===== src/hw/lcdPkg.sv =====
// HD44780 bus word and codes for 8-bit mode, two-line display, no cursor
`default_nettype none

package lcdPkg;

	typedef logic [7:0] lcdByte_t;

	localparam lcdByte_t CmdFunctionSet = 8'h38; // 8-bit bus, two lines, 5x8 font
	localparam lcdByte_t CmdDisplayOn = 8'h0C;
	localparam lcdByte_t CmdClear = 8'h01;
	localparam lcdByte_t CmdEntryMode = 8'h06; // Cursor moves right, no shift
	localparam lcdByte_t CmdLine2 = 8'hC0;

	localparam lcdByte_t CharZero = 8'd48;
	localparam lcdByte_t CharMinus = 8'd45;
	localparam lcdByte_t CharPlus = 8'd43;
	localparam lcdByte_t CharTimes = 8'd42;
	localparam lcdByte_t CharSpace = 8'd32;

endpackage

`default_nettype wire


===== src/hw/calcPkg.sv =====
// Arithmetic types for the calculator; magnitudes are unsigned, signs travel as separate flags
`default_nettype none

package calcPkg;

	localparam int OperandWidth = 8;
	localparam int ResultWidth = 16; // Holds 255 * 255
	localparam int OperandDigits = 3;
	localparam int ProductDigits = 5;
	localparam int SumDigits = 3; // Largest sum is 510

	typedef logic [OperandWidth-1:0] operand_t;
	typedef logic [ResultWidth-1:0] result_t;
	typedef logic [3:0] digit_t;

	typedef enum logic [1:0] {
		opAdd,
		opSub,
		opMul
	} opCode_t;

endpackage

`default_nettype wire

===== src/hw/lcdCalcTop.sv =====
// Defaults assume a 50 MHz clock; rw of the display is tied low on the board
`default_nettype none

module lcdCalcTop #(
	parameter int PowerUpCycles = 2250000, // 45 ms
	parameter int StepCycles = 250000, // 5 ms
	parameter int PulseCycles = 125000 // 2.5 ms
) (
	input logic clk,
	input logic flag_rst,
	input calcPkg::operand_t operandA,
	input calcPkg::operand_t operandB,
	input logic signA,
	input logic signB,
	input logic keyAdd,
	input logic keySub,
	input logic keyMul,
	input logic keyEquals,
	output logic lcdEn,
	output logic lcdRs,
	output lcdPkg::lcdByte_t lcdData
);

	logic addPress;
	logic subPress;
	logic mulPress;
	logic equalsPress;
	logic opPress;
	calcPkg::operand_t aMag;
	calcPkg::operand_t bMag;
	logic aNeg;
	logic bNeg;
	calcPkg::opCode_t op;
	calcPkg::result_t resultMag;
	logic resultNeg;
	calcPkg::digit_t [0:calcPkg::OperandDigits-1] aDigits;
	calcPkg::digit_t [0:calcPkg::OperandDigits-1] bDigits;
	calcPkg::digit_t [0:calcPkg::ProductDigits-1] resultDigits;
	logic byteStrobe;
	logic byteIsChar;
	logic byteDone;
	lcdPkg::lcdByte_t byteValue;

	assign opPress = addPress | subPress | mulPress;

	keyEdge keys (
		.clk(clk), .flag_rst(flag_rst),
		.keyAdd(keyAdd), .keySub(keySub), .keyMul(keyMul), .keyEquals(keyEquals),
		.addPress(addPress), .subPress(subPress), .mulPress(mulPress),
		.equalsPress(equalsPress)
	);

	signedAlu alu (
		.clk(clk), .flag_rst(flag_rst),
		.operandA(operandA), .operandB(operandB), .signA(signA), .signB(signB),
		.addPress(addPress), .subPress(subPress), .mulPress(mulPress),
		.aMag(aMag), .bMag(bMag), .aNeg(aNeg), .bNeg(bNeg), .op(op),
		.resultMag(resultMag), .resultNeg(resultNeg)
	);

	decimalDigits #(.Width(calcPkg::OperandWidth), .Digits(calcPkg::OperandDigits)) aConv (
		.value(aMag), .digits(aDigits)
	);

	decimalDigits #(.Width(calcPkg::OperandWidth), .Digits(calcPkg::OperandDigits)) bConv (
		.value(bMag), .digits(bDigits)
	);

	decimalDigits #(.Width(calcPkg::ResultWidth), .Digits(calcPkg::ProductDigits)) resultConv (
		.value(resultMag), .digits(resultDigits)
	);

	displaySequencer #(.PowerUpCycles(PowerUpCycles)) sequencer (
		.clk(clk), .flag_rst(flag_rst),
		.opPress(opPress), .equalsPress(equalsPress), .byteDone(byteDone),
		.aNeg(aNeg), .bNeg(bNeg), .resultNeg(resultNeg), .op(op),
		.aDigits(aDigits), .bDigits(bDigits), .resultDigits(resultDigits),
		.byteStrobe(byteStrobe), .byteIsChar(byteIsChar), .byteValue(byteValue)
	);

	lcdWriter #(.StepCycles(StepCycles), .PulseCycles(PulseCycles)) writer (
		.clk(clk), .flag_rst(flag_rst),
		.byteStrobe(byteStrobe), .byteIsChar(byteIsChar), .byteValue(byteValue),
		.byteDone(byteDone), .lcdEn(lcdEn), .lcdRs(lcdRs), .lcdData(lcdData)
	);

endmodule

`default_nettype wire


===== src/hw/displaySequencer.sv =====
// Presses are dropped during power-up, init and any line write; equals needs an earlier operation
`default_nettype none

module displaySequencer #(
	parameter int PowerUpCycles = 2250000
) (
	input logic clk,
	input logic flag_rst,
	input logic opPress,
	input logic equalsPress,
	input logic byteDone,
	input logic aNeg,
	input logic bNeg,
	input logic resultNeg,
	input calcPkg::opCode_t op,
	input calcPkg::digit_t [0:calcPkg::OperandDigits-1] aDigits,
	input calcPkg::digit_t [0:calcPkg::OperandDigits-1] bDigits,
	input calcPkg::digit_t [0:calcPkg::ProductDigits-1] resultDigits,
	output logic byteStrobe,
	output logic byteIsChar,
	output lcdPkg::lcdByte_t byteValue
);

	localparam int PowerWidth = $clog2(PowerUpCycles + 1);
	localparam int OperandDigits = calcPkg::OperandDigits;

	// Line 1 holds clear, [-]AAA, space, op, space and [-]BBB
	localparam logic [3:0] PosADigit = 4'd2;
	localparam logic [3:0] PosOp = 4'(2 + OperandDigits + 1);
	localparam logic [3:0] PosBMinus = PosOp + 4'd2;
	localparam logic [3:0] PosBDigit = PosBMinus + 4'd1;
	localparam logic [3:0] Line1Last = 4'(PosBDigit + OperandDigits - 1);
	localparam logic [3:0] PosRDigit = 4'd2;

	typedef enum logic [1:0] {
		stPowerUp,
		stIssue,
		stWait,
		stIdle
	} state_t;

	typedef enum logic [1:0] {
		lineInit,
		line1,
		line2
	} line_t;

	state_t state;
	line_t line;
	logic [3:0] pos;
	logic [PowerWidth-1:0] powerCount;
	logic opSeen;
	logic entryValid; // Clear for a minus position that is skipped
	logic entryIsChar;
	logic entryLast;
	lcdPkg::lcdByte_t entryValue;
	lcdPkg::lcdByte_t opChar;
	logic [3:0] resultCount;
	logic [3:0] resultShift;

	function automatic lcdPkg::lcdByte_t charOf(input calcPkg::digit_t d);
		return lcdPkg::CharZero + {4'b0000, d};
	endfunction

	always_comb begin
		case (op)
			calcPkg::opAdd: opChar = lcdPkg::CharPlus;
			calcPkg::opSub: opChar = lcdPkg::CharMinus;
			default: opChar = lcdPkg::CharTimes;
		endcase
	end

	// Sums fit in three digits, so add and subtract drop the top two
	assign resultCount = (op == calcPkg::opMul)
		? 4'(calcPkg::ProductDigits) : 4'(calcPkg::SumDigits);
	assign resultShift = 4'(calcPkg::ProductDigits) - resultCount;

	always_comb begin
		entryValid = 1'b1;
		entryIsChar = 1'b1;
		entryValue = lcdPkg::CharSpace;
		entryLast = 1'b0;
		case (line)
			lineInit: begin
				entryIsChar = 1'b0;
				entryLast = (pos == 4'd3);
				case (pos)
					4'd0: entryValue = lcdPkg::CmdFunctionSet;
					4'd1: entryValue = lcdPkg::CmdDisplayOn;
					4'd2: entryValue = lcdPkg::CmdClear;
					default: entryValue = lcdPkg::CmdEntryMode;
				endcase
			end
			line1: begin
				entryLast = (pos == Line1Last);
				if (pos == 4'd0) begin
					entryIsChar = 1'b0;
					entryValue = lcdPkg::CmdClear;
				end else if (pos == 4'd1) begin
					entryValid = aNeg;
					entryValue = lcdPkg::CharMinus;
				end else if (pos == PosOp) begin
					entryValue = opChar;
				end else if (pos == PosBMinus) begin
					entryValid = bNeg;
					entryValue = lcdPkg::CharMinus;
				end
				for (int i = 0; i < OperandDigits; i++) begin
					if (pos == PosADigit + 4'(i)) begin
						entryValue = charOf(aDigits[i]);
					end
					if (pos == PosBDigit + 4'(i)) begin
						entryValue = charOf(bDigits[i]);
					end
				end
			end
			default: begin
				entryLast = (pos == resultCount + 4'd1);
				if (pos == 4'd0) begin
					entryIsChar = 1'b0;
					entryValue = lcdPkg::CmdLine2;
				end else if (pos == 4'd1) begin
					entryValid = resultNeg;
					entryValue = lcdPkg::CharMinus;
				end
				for (int i = 0; i < calcPkg::ProductDigits; i++) begin
					if (pos >= PosRDigit && pos + resultShift == PosRDigit + 4'(i)) begin
						entryValue = charOf(resultDigits[i]);
					end
				end
			end
		endcase
	end

	always_ff @(posedge clk) begin
		if (flag_rst) begin
			state <= stPowerUp;
			line <= lineInit;
			pos <= '0;
			powerCount <= '0;
			opSeen <= 1'b0;
			byteStrobe <= 1'b0;
			byteIsChar <= 1'b0;
			byteValue <= '0;
		end else begin
			byteStrobe <= 1'b0;
			case (state)
				stPowerUp: begin
					if (powerCount == PowerWidth'(PowerUpCycles - 1)) begin
						state <= stIssue;
					end else begin
						powerCount <= powerCount + 1'b1;
					end
				end
				stIssue: begin
					if (entryValid) begin
						byteStrobe <= 1'b1;
						byteIsChar <= entryIsChar;
						byteValue <= entryValue;
						state <= stWait;
					end else begin
						pos <= pos + 4'd1; // Skipped minus is never the last byte
					end
				end
				stWait: begin
					if (byteDone) begin
						if (entryLast) begin
							state <= stIdle;
						end else begin
							pos <= pos + 4'd1;
							state <= stIssue;
						end
					end
				end
				default: begin
					if (opPress) begin
						line <= line1;
						pos <= '0;
						opSeen <= 1'b1;
						state <= stIssue;
					end else if (equalsPress && opSeen) begin
						line <= line2;
						pos <= '0;
						state <= stIssue;
					end
				end
			endcase
		end
	end

endmodule

`default_nettype wire


===== src/hw/lcdWriter.sv =====
// StepCycles and PulseCycles must be at least 1; a strobe is only allowed while idle
`default_nettype none

module lcdWriter #(
	parameter int StepCycles = 250000,
	parameter int PulseCycles = 125000
) (
	input logic clk,
	input logic flag_rst,
	input logic byteStrobe,
	input logic byteIsChar,
	input lcdPkg::lcdByte_t byteValue,
	output logic byteDone,
	output logic lcdEn,
	output logic lcdRs,
	output lcdPkg::lcdByte_t lcdData
);

	localparam int MaxCycles = (StepCycles > PulseCycles) ? StepCycles : PulseCycles;
	localparam int CountWidth = $clog2(MaxCycles + 1);

	typedef enum logic [1:0] {
		stIdle,
		stSetup,
		stPulse
	} state_t;

	state_t state;
	logic [CountWidth-1:0] count;

	always_ff @(posedge clk) begin
		if (flag_rst) begin
			state <= stIdle;
			count <= '0;
			byteDone <= 1'b0;
			lcdEn <= 1'b0;
			lcdRs <= 1'b0;
			lcdData <= '0;
		end else begin
			byteDone <= 1'b0;
			case (state)
				stIdle: begin
					if (byteStrobe) begin
						lcdRs <= byteIsChar; // Held until the next strobe
						lcdData <= byteValue;
						count <= CountWidth'(StepCycles - 1);
						state <= stSetup;
					end
				end
				stSetup: begin
					if (count == '0) begin
						lcdEn <= 1'b1;
						count <= CountWidth'(PulseCycles - 1);
						state <= stPulse;
					end else begin
						count <= count - 1'b1;
					end
				end
				stPulse: begin
					if (count == '0) begin
						lcdEn <= 1'b0; // The display takes the byte on this edge
						byteDone <= 1'b1;
						state <= stIdle;
					end else begin
						count <= count - 1'b1;
					end
				end
				default: state <= stIdle;
			endcase
		end
	end

endmodule

`default_nettype wire


===== src/hw/decimalDigits.sv =====
// Purely combinational; Digits must be large enough for the largest value of Width bits
`default_nettype none

module decimalDigits #(
	parameter int Width = 8,
	parameter int Digits = 3
) (
	input logic [Width-1:0] value,
	output calcPkg::digit_t [0:Digits-1] digits
);

	logic [Digits*4-1:0] bcd;

	// Shift-and-add-three, one pass per input bit from the top
	always_comb begin
		bcd = '0;
		for (int i = Width - 1; i >= 0; i--) begin
			for (int d = 0; d < Digits; d++) begin
				if (bcd[d*4 +: 4] > 4'd4) begin
					bcd[d*4 +: 4] = bcd[d*4 +: 4] + 4'd3;
				end
			end
			bcd = {bcd[Digits*4-2:0], value[i]};
		end
	end

	assign digits = bcd; // Element 0 lands on the top nibble

endmodule

`default_nettype wire


===== src/hw/signedAlu.sv =====
// Latches on every operation strobe, also while the display is busy; results valid one cycle later
`default_nettype none

module signedAlu (
	input logic clk,
	input logic flag_rst,
	input calcPkg::operand_t operandA,
	input calcPkg::operand_t operandB,
	input logic signA,
	input logic signB,
	input logic addPress,
	input logic subPress,
	input logic mulPress,
	output calcPkg::operand_t aMag,
	output calcPkg::operand_t bMag,
	output logic aNeg,
	output logic bNeg,
	output calcPkg::opCode_t op,
	output calcPkg::result_t resultMag,
	output logic resultNeg
);

	localparam int CalcWidth = calcPkg::ResultWidth + 2; // Room for the sign of +-65025

	logic anyPress;
	logic signed [CalcWidth-1:0] aVal;
	logic signed [CalcWidth-1:0] bVal;
	logic signed [CalcWidth-1:0] resVal;

	assign anyPress = addPress | subPress | mulPress;

	always_ff @(posedge clk) begin
		if (anyPress) begin
			aMag <= operandA;
			bMag <= operandB;
			aNeg <= signA;
			bNeg <= signB;
		end
	end

	always_ff @(posedge clk) begin
		if (flag_rst) begin
			op <= calcPkg::opAdd;
		end else if (mulPress) begin
			op <= calcPkg::opMul;
		end else if (subPress) begin
			op <= calcPkg::opSub;
		end else if (addPress) begin
			op <= calcPkg::opAdd;
		end
	end

	always_comb begin
		aVal = CalcWidth'(aMag);
		bVal = CalcWidth'(bMag);
		if (aNeg) begin
			aVal = -aVal;
		end
		if (bNeg) begin
			bVal = -bVal;
		end
		case (op)
			calcPkg::opAdd: resVal = aVal + bVal;
			calcPkg::opSub: resVal = aVal - bVal;
			default: resVal = aVal * bVal;
		endcase
	end

	// A zero result has a clear sign bit, so -0 cannot occur
	assign resultNeg = resVal[CalcWidth-1];
	assign resultMag = calcPkg::result_t'(resultNeg ? -resVal : resVal);

endmodule

`default_nettype wire


===== src/hw/keyEdge.sv =====
// Keys must be synchronous to clk; no debouncing, a key held through reset fires only after release
`default_nettype none

module keyEdge (
	input logic clk,
	input logic flag_rst,
	input logic keyAdd,
	input logic keySub,
	input logic keyMul,
	input logic keyEquals,
	output logic addPress,
	output logic subPress,
	output logic mulPress,
	output logic equalsPress
);

	logic [3:0] keys;
	logic [3:0] keyPrev;
	logic [3:0] armed; // Key has been seen low since reset
	logic [3:0] press;

	assign keys = {keyEquals, keyMul, keySub, keyAdd};

	always_ff @(posedge clk) begin
		if (flag_rst) begin
			keyPrev <= '0;
			armed <= '0;
			press <= '0;
		end else begin
			keyPrev <= keys;
			armed <= armed | ~keys;
			press <= armed & keys & ~keyPrev; // One cycle per rising edge
		end
	end

	assign addPress = press[0];
	assign subPress = press[1];
	assign mulPress = press[2];
	assign equalsPress = press[3];

endmodule

`default_nettype wire


===== config.mk =====
export PLATFORM = sky130hd
export DESIGN_NAME = lcdCalcTop
export DESIGN_NICKNAME = d
export VERILOG_FILES = /design/src/hw/lcdPkg.sv /design/src/hw/calcPkg.sv /design/src/hw/lcdCalcTop.sv /design/src/hw/displaySequencer.sv /design/src/hw/lcdWriter.sv /design/src/hw/decimalDigits.sv /design/src/hw/signedAlu.sv /design/src/hw/keyEdge.sv
export SDC_FILE = /design/constraint.sdc
export NUM_CORES = 1
export LEC_CHECK = 0
export ABC_CLOCK_PERIOD_IN_PS = 30300
export CORE_ASPECT_RATIO = 1.75
export CORE_MARGIN = 3
export CORE_UTILIZATION = 25
export DETAILED_ROUTE_END_ITERATION = 8
export DONT_BUFFER_PORTS = 1
export GPL_TIMING_DRIVEN = 0
export PLACE_DENSITY_LB_ADDON = 0.05
export SETUP_SLACK_MARGIN = 0.15
export SLEW_MARGIN = 20
export SYNTH_ARGS = -nofsm -noshare
export SYNTH_HDL_FRONTEND = slang
export SYNTH_HIERARCHICAL = 1
export SYNTH_SLANG_ARGS = --single-unit

===== constraint.sdc =====
create_clock -name clk -period 30.3 [get_ports clk]
set_input_delay 6.06 -clock clk [delete_from_list [all_inputs] [get_ports clk]]
set_output_delay 6.06 -clock clk [all_outputs]
set_load 0.02 [all_outputs]

==> results by group, run 1 <==
Clock tree
  • Cts bufs inserted: 9
  • Cts hold-fix bufs: 0
  • Post-CTS setup buffers: 0
  • CTS sink count: 103
  • Clock Path Buffers: 2
  • H-tree Lvls: 3
  • CTS tree: yes
  • Resize count post-CTS: 0
  • Clock slew seen by the registers of the worst setup and hold paths: 80 ps
  • Clk root buf: clkbuf_16
  • Worst-Skew Late Latency: 370 ps

Final layout
  • Area of the multi-input gates: 16,900 um^2
  • Nets: 2,996
  • Final Instance Area: 22,600 um^2
  • Area Overhead vs Synth: 8.00%
  • Most frequent cells in the layout: inv_1, nor2_1, nand2_1
  • Sequential cell area in the final layout: 2240 um^2
  • Layout cell share with drive strength beyond 1: 10.1%
  • Filler cells: 9,002
  • Commonest non-fill, non-tap cell in the layout: inv_1
  • # diodes: 0

Logic synthesis
  • Largest family of logic cells by synthesized area: compound AO/OA/AOI/OAI gates
  • Yosys top cell by area: fa_1
  • Synth Flop Type: dfxtp_1
  • Synth top area share: 10.4%
  • Synth async-reset ratio: 0%
  • Mux share of post-synthesis cell area: 3.87%
  • Simple-gate area share of the yosys netlist: 22.4%
  • Synth unique cells: 152
  • Post-synthesis sequential element count: 103
  • Synth Area in Adders: 20.3%
  • Instance count of the mapped netlist: 2,684
  • XOR/XNOR Fraction of Synth Area: 7.52%
  • Number of synthesized flops with an enable pin: 18
  • Seq/Total Area, Yosys: 10.7%
  • Yosys Warn Count: 6
  • Syn_area_per_cell: 7.81 um^2
  • Synth Area in Compound Gates: 26.2%
  • Synth Cell Area: 21,000 um^2
  • Top post-synthesis cells by area: fa_1, ha_1, dfxtp_1

STA
  • Slew headroom: 30.3%
  • Final period util: 67.2%
  • Post-route minimum period: 20,360 ps
  • Clk_skew: 8.95 ps
  • Max Transition Viols Final: 0
  • Slew @ Worst Pin: 1040 ps
  • Final hold viol count: 0
  • FMAX: 0.0491 GHz
  • Setup TNS: 0 ps
  • RSZ-0062 raised after global routing: no
  • WHS: 407 ps
  • Final setup violating endpoints: 0

Setup path
  • Crit-path max FO: 10
  • Flop2flop setup slack: 9940 ps
  • Startpoint types: flip-flop
  • Worst Setup End Kind: flip-flop
  • Slowest cell on crit path: nor4_2
  • Worst path required time: 30,550 ps
  • Largest stage delay, worst path: 680 ps
  • CP Class: flip-flop to flip-flop
  • Arrival time at the worst endpoint: 20,610 ps

Drt
  • Vias per cell: 5.25
  • Total Routed Length: 74.5 mm
  • Post-route ant nets: 0
  • Initial DRT Pass Iterations: 5
  • Wire per inst: 19.8 um
  • Via count: 19,700
  • # DRC: 0
  • DRT iter0 DRCs: 955

Placement
  • Detailed placement HPWL: 61.3 mm
  • Port Buf Inserts: 0
  • RePlAce Congestion: 0.859
  • Post-DP Area: 22,300 um^2

Global route
  • Number of global-route vias before repair: 20,400
  • Total track usage: 16.8%
  • Met1 Use GR: 17.6%
  • Met3 usage: 1.09%
  • First-pass GRT wire length: 117 mm
  • Total gr overflow: 0
  • Largest net degree at the start of global routing: 19
  • Antenna violations before repair: 2
  • Grt met2 use: 34.5%
  • GRT busiest layer: met2

Run status
  • Status: finished clean

Min path
  • Worst min path class: flip-flop to flip-flop

Die
  • Initial Util: 25.4%
  • Die H: 389 um
  • Die area: 87,500 um^2
  • Die width: 225 um
  • IO Pins: 34
  • CORE AREA: 82,600 um^2
  • # rows: 139

Job
  • Max cap viols: 0
==> per-layer routing <==
metal  share of wire, %  vias to the layer above
met2                 57                      366
met4                3.1                        2
met1                 38                     9649
li1                   -                     9616
met5              0.016                        -
met3                2.2                      106
==> synthesized netlist by cell type, types with 48 or more instances <==
master    number
dfxtp_1       85
mux2i_1       48
nor3_1        67
ha_1         166
nand3_1       75
a21oi_1      155
nand2_1      207
nor2_1       250
o21ai_0      106
inv_1        288
xnor2_1      114
clkbuf_1      70
fa_1         109
==> worst max-delay path, delay by kind of cell, from the launching register on <==
kind	cells	cell delay, ps
fa+ha+maj	13	5120
mux	6	1740
xor+xnor	4	1170
simple gates	10	2380
buf+inv	15	3230
compound gates	25	5920
flops	1	560
==> flip-flops by register name, indices dropped and copies added, names as in the netlist, 2 cells and up <==
signal,count
sequencer/powerCount,22
writer/count,18
alu/aMag,8
alu/bMag,8
writer/lcdData,8
sequencer/byteValue,7
keys/armed,4
keys/keyPrev,4
keys/press,4
sequencer/pos,4
alu/op,2
sequencer/line,2
sequencer/state,2
writer/state,2
==> per-stage QoR <==
step / utilization [%] / setup WS, ps / std cells
2_1_floorplan: - / 13910 / 2686
3_3_place_gp: 27.0 / 9900 / 3743
3_5_place_dp: 27.0 / 9830 / 3743
4_1_cts: 27.4 / 9730 / 3759
5_1_grt: 27.4 / 8730 / 3759
6_report: 27.4 / 9940 / 3759
==> logic make-up after synthesis <==
kind of cell,count (synthesis)
XOR/XNOR,159
AND/OR/NAND/NOR,904
flip-flops,103
AO/OA/AOI/OAI,728
multiplexers,72
buffers and inverters,441
adder cells (fa/ha/maj),275
other,2
==> worst paths after layout <==
check | from | end | cells past startpoint
worst min-delay path | keys/keyPrev[1] | keys/press[1] | 1
worst max register to register | alu/bMag[0] | sequencer/byteValue[2] | 73
worst max-delay path | alu/bMag[0] | sequencer/byteValue[2] | 73
worst min register to register | keys/keyPrev[1] | keys/press[1] | 1
==> layout make-up <==
type | count | area share, %
inverters | 297 | 4.94
plain buffers | 144 | 3.37
clock buffers | 11 | 1.17
well taps | 1057 | 5.84
multi-input cells | 2142 | 74.5
flip-flops and latches | 103 | 9.91
clock inverters | 5 | 0.265
Power of run 1 is not shown: default switching activity piles up to over one toggle a cycle in this logic, so the estimate is an artifact.
==> run 2: changes to the inputs <==
Settings changed: ABC_CLOCK_PERIOD_IN_PS 30300 to 17200.
Clock period 30.3 ns to 17.2 ns, I/O delays scaled along.
==> results by group, run 2 (synthesized netlist as in run 1, its figures left out) <==
Drt
  • DRT iter0 DRCs: 888 (-7.0%)
  • Initial DRT Pass Iterations: 6 (+1)
  • # DRC: 0 (unchanged)
  • Wire per inst: 19.7 um (-0.34%)
  • Vias per cell: 5.24 (-0.23%)
  • Post-route ant nets: 0 (unchanged)
  • Via count: 20,400 (+3.5%)
  • Total Routed Length: 77.0 mm (+3.3%)

Job
  • Max cap viols: 0 (unchanged)

STA
  • Final period util: 95.5% (+28 points)
  • Slew @ Worst Pin: 1160 ps (+128 ps)
  • Max Transition Viols Final: 0 (unchanged)
  • Post-route minimum period: 16,420 ps (-3940 ps)
  • FMAX: 0.0609 GHz (+24%)
  • Final hold viol count: 0 (unchanged)
  • Final setup violating endpoints: 0 (unchanged)
  • Slew headroom: 22.3% (-8.0 points)
  • WHS: 408 ps (+0.146 ps)
  • RSZ-0062 raised after global routing: no
  • Clk_skew: 9.96 ps (+1.01 ps)

Die
  • Die width: 225 um (unchanged)
  • IO Pins: 34 (unchanged)
  • Initial Util: 25.4% (unchanged)
  • CORE AREA: 82,600 um^2 (unchanged)
  • Die area: 87,500 um^2 (unchanged)
  • # rows: 139 (unchanged)
  • Die H: 389 um (unchanged)

Placement
  • Post-DP Area: 22,300 um^2 (unchanged)
  • RePlAce Congestion: 0.859 (unchanged)
  • Detailed placement HPWL: 61.3 mm (unchanged)
  • Port Buf Inserts: 0 (unchanged)

Setup path
  • Cell mode on critical path: buf_6
  • Slowest cell on crit path: fa_1
  • Worst R2R End: sequencer/byteValue[2]
  • Worst Reg-to-Reg Cells: 84 (+15%)
  • Worst path required time: 17,460 ps (-13,090 ps)
  • CP Class: flip-flop to flip-flop
  • Crit Reg-Reg Startpoint: alu/aMag[0]
  • Worst Setup End Kind: flip-flop
  • Arrival time at the worst endpoint: 16,680 ps (-3930 ps)
  • Startpoint types: flip-flop
  • Crit-path max FO: 8 (-2)
  • Flop2flop setup slack: 780 ps (-9160 ps)
  • Largest stage delay, worst path: 540 ps (-140 ps)

Min path
  • End of the worst hold path: keys/press[1]
  • Worst hold stages: 1 (unchanged)
  • Min-delay src: keys/keyPrev[1]
  • Worst min path class: flip-flop to flip-flop

Clock tree
  • Clock slew seen by the registers of the worst setup and hold paths: 80 ps (about the same)
  • Worst-Skew Late Latency: 370 ps (about the same)
  • CTS sink count: 103 (unchanged)
  • Clock Path Buffers: 2 (unchanged)
  • Cts hold-fix bufs: 0 (unchanged)
  • CTS tree: yes
  • Cts bufs inserted: 9 (unchanged)
  • H-tree Lvls: 3 (unchanged)
  • Clk root buf: clkbuf_16

Global route
  • Met1 Use GR: 17.7% (+0.16 points)
  • GRT busiest layer: met2
  • Total track usage: 17.2% (+0.38 points)
  • Number of global-route vias before repair: 20,900 (+2.2%)
  • Grt met2 use: 35.5% (+0.99 points)
  • Largest net degree at the start of global routing: 19 (unchanged)
  • First-pass GRT wire length: 119 mm (+2.2%)
  • Met3 usage: 1.11% (+0.015 points)
  • Total gr overflow: 0 (unchanged)
  • Antenna violations before repair: 2 (unchanged)

Final layout
  • Top Registers: sequencer/powerCount: 22 flops, writer/count: 18 flops
  • Max FFs per register: 22 (unchanged)
  • Nets: 3,135 (+4.6%)
  • Commonest non-fill, non-tap cell in the layout: inv_1
  • # diodes: 0 (unchanged)
  • Final Instance Area: 25,200 um^2 (+11%)
  • Area Overhead vs Synth: 20.2%
  • Layout cell share with drive strength beyond 1: 21.0% (+11 points)
  • Most frequent cells in the layout: inv_1, nor2_1, nand2_1
  • Register name with the most flops: sequencer/powerCount

Run status
  • Status: finished clean
-- run 2: cell types whose count changed in the layout (fill, tap and decap cells not counted), moves of 12 or more --
cell	previous run	this run
xnor2_1	113	100
nand2_2	3	15
nand2_1	207	194
buf_4	19	152
clkbuf_1	70	52
nor2_1	250	233
inv_1	288	272
ha_1	166	148
-- run 2: layout make-up --
cell class              count  area [um^2]
clock buffers              11          264
fillers                  8844        57400
inverters                 297         1150
plain buffers             144          918
flip-flops and latches    103         2240
well taps                1057         1320
clock inverters             5         60.1
multi-input cells        2142        18100
repair buffers            139         1110
-- run 2: worst max path at each step --
stage	startpoint	depth (start not counted)	to	slack, ps
final	alu/aMag[0]	84	sequencer/byteValue[2]	780
after global routing	alu/aMag[0]	76	sequencer/byteValue[2]	10
after CTS	alu/bMag[5]	76	sequencer/byteValue[2]	180
after detailed placement	alu/bMag[0]	73	sequencer/byteValue[2]	-3270
after global placement	alu/bMag[0]	73	sequencer/byteValue[2]	-3200
after floorplan	alu/bMag[0]	75	sequencer/byteValue[2]	810
-- run 2: what timing repair did --
| item | 4_1_cts | 5_1_grt |
|---|---|---|
| hold endpoints to repair | 0 | 0 |
| setup endpoints to repair | 4 | 4 |
| gates resized for setup | 165 | 171 |
| pin swaps | 45 | 98 |
| setup buffers | 65 | 74 |
-- run 2: worst max-delay path: cells and delay by family (launching register included) --
kind	cells	cell delay, ps
adders and majority gates	12	3890
DFF	1	380
buffers and inverters	25	2780
AOI/OAI and AO/OA	21	4220
muxes	4	860
xor gates and xnor gates	8	1720
and+or+nand+nor	14	2410
-- run 2: stage by stage --
stage	setup TNS (ps)	util [%]	cells	setup slack, ps
after floorplan	0	-	2686	811
final	0	30.5	3898	781
after global routing	0	30.5	3898	10.8
after CTS	0	28.9	3824	181
after global placement	-11810	27.0	3743	-3200
after detailed placement	-12080	27.0	3743	-3270
-- run 2: per-layer routing --
layer,vias up,share of wire [%]
met5,-,0.016
li1,9903,-
met3,128,2.1
met1,10000,37
met4,2,3.8
met2,366,57
Power of run 2 is left out for the same reason.
==> run 3: changes to the inputs <==
Settings changed: CORE_MARGIN 3 to unset.
==> results by group, run 3 (synthesized netlist as in run 1, its figures left out) <==
Run status
  • Status: finished clean

STA
  • Final period util: 95.4% (about the same)
  • Final hold viol count: 0 (unchanged)
  • Final setup violating endpoints: 0 (unchanged)
  • RSZ-0062 raised after global routing: no
  • Clk_skew: 13.4 ps (+3.42 ps)
  • FMAX: 0.0609 GHz (about the same)
  • Max Transition Viols Final: 0 (unchanged)
  • WHS: 407 ps (-0.256 ps)
  • Slew headroom: 22.3% (about the same)
  • Worst setup margin: 785 ps (+4.23 ps)
  • Post-route minimum period: 16,420 ps (-4.23 ps)
  • Slew @ Worst Pin: 1170 ps (+0.164 ps)

Final layout
  • Register name with the most flops: sequencer/powerCount
  • Layout cell share with drive strength beyond 1: 21.4% (+0.37 points)
  • Most frequent cells in the layout: inv_1, nor2_1, nand2_1
  • Nets: 3,147 (+0.38%)
  • Max FFs per register: 22 (unchanged)
  • Top Registers: sequencer/powerCount: 22 flops, writer/count: 18 flops
  • Area Overhead vs Synth: 21.0%
  • Final core area utilization: 30.6% (+0.062 points)
  • Finished Layout Cells: 3,920 (+0.56%)
  • Commonest non-fill, non-tap cell in the layout: inv_1

Setup path
  • Startpoint types: flip-flop
  • Crit-path max FO: 8 (unchanged)
  • Cell mode on critical path: fa_1
  • Worst path bufs/invs: 20 (-20%)
  • Worst path required time: 17,500 ps (+40 ps)
  • Largest stage delay, worst path: 560 ps (+20 ps)
  • Arrival time at the worst endpoint: 16,710 ps (+30 ps)
  • Top Family by Delay on Critical Path: compound AO/OA/AOI/OAI gates
  • Worst Setup End Kind: flip-flop
  • Slowest cell on crit path: fa_1
  • CP Class: flip-flop to flip-flop

Global route
  • First-pass GRT wire length: 119 mm (+0.17%)
  • Antenna violations before repair: 2 (unchanged)
  • Largest net degree at the start of global routing: 19 (unchanged)
  • Total track usage: 17.8% (+0.63 points)
  • Total gr overflow: 0 (unchanged)
  • Number of global-route vias before repair: 21,100 (+1.0%)

Drt
  • Post-route ant nets: 0 (unchanged)
  • # DRC: 0 (unchanged)
  • DRT iter0 DRCs: 934 (+5.2%)
  • Initial DRT Pass Iterations: 5 (-1)
  • Vias per cell: 5.22 (-0.32%)
  • Total Routed Length: 77.7 mm (+1.0%)
  • Via count: 20,500 (+0.24%)
  • Wire per inst: 19.8 um (+0.44%)

Die
  • Die area: 85,000 um^2 (-2.8%)
  • Die H: 385 um (-1.0%)
  • # rows: 140 (+0.72%)
  • IO Pins: 34 (unchanged)
  • CORE AREA: 83,000 um^2 (+0.51%)
  • Die width: 221 um (-1.8%)
  • Initial Util: 25.2% (-0.13 points)

Placement
  • Detailed placement HPWL: 61.2 mm (about the same)
  • Placed cell count: 3,751 (+0.21%)
  • Port Buf Inserts: 0 (unchanged)
  • Pre-CTS setup slack: -3230 ps (+41.6 ps)
  • RePlAce Congestion: 0.864 (+0.57%)

Clock tree
  • Clock Path Buffers: 2 (unchanged)
  • Clk root buf: clkbuf_16
  • H-tree Lvls: 3 (unchanged)
  • CTS sink count: 103 (unchanged)
  • Clock slew seen by the registers of the worst setup and hold paths: 80 ps (about the same)
  • Cts hold-fix bufs: 0 (unchanged)
  • CTS tree: yes
  • Worst-Skew Late Latency: 390 ps (+20 ps)
  • Cts bufs inserted: 9 (unchanged)

Min path
  • Worst min path class: flip-flop to flip-flop

Job
  • Max cap viols: 0 (unchanged)
## run 3: cell types whose count changed in the layout (fill, tap and decap cells not counted), sizes merged
cell	previous run	this run
inv	294	293
clkbuf	81	78
buf	213	226
clkinv	4	8
clkinvlp	3	2
diode	0	2
## run 3: cell type report
type / instances / area [um^2]
Clock inverter: 7 / 82.6
Timing Repair Buffer: 151 / 1200
Tap cell: 1065 / 1330
Fill cell: 9049 / 57700
Buffer: 144 / 932
Inverter: 297 / 1150
Antenna cell: 2 / 5.00
Clock buffer: 9 / 225
Multi-Input combinational cell: 2142 / 18200
Sequential cell: 103 / 2240
## run 3: per-stage QoR
step	cell area (um^2)	TNS, ps
after CTS	24000	0
after floorplan	21000	0
after global placement	22300	-11560
after global routing	25400	0
after detailed placement	22300	-11750
final	25400	0
## run 3: path summary, 6_finish.rpt
check                                     start                      to  slack (ps)  cells after the start
worst max-delay path                alu/aMag[1]  sequencer/byteValue[2]         780                     77
worst min-delay path            keys/keyPrev[0]           keys/press[0]         410                      1
worst min register to register  keys/keyPrev[0]           keys/press[0]         410                      1
worst max register to register      alu/aMag[1]  sequencer/byteValue[2]         780                     77
## run 3: repair_timing
action / in CTS / in global routing
resized for setup: 178 / 179
gates cloned: 0 / 1
pin swaps: 43 / 85
buffers inserted: 72 / 78
setup endpoints to repair: 4 / 4
## run 3: worst reg2reg max path: cells and delay by family, from the launching register on
family | cells | cell delay [ps]
AOI/OAI and AO/OA | 26 | 5460
xor gates and xnor gates | 2 | 350
adders and majority gates | 13 | 4460
buffers and inverters | 20 | 2110
DFF | 1 | 430
muxes | 5 | 880
and+or+nand+nor | 11 | 2680
## run 3: metal layers
| layer | track usage (%) | part of all wire (%) |
|---|---|---|
| met2 | 37.2 | 57 |
| met1 | 17.7 | 37 |
| met4 | 7.85 | 4.5 |
| met3 | 0.968 | 2.1 |
| met5 | 0 | 0 |
Power of run 3 is left out for the same reason.
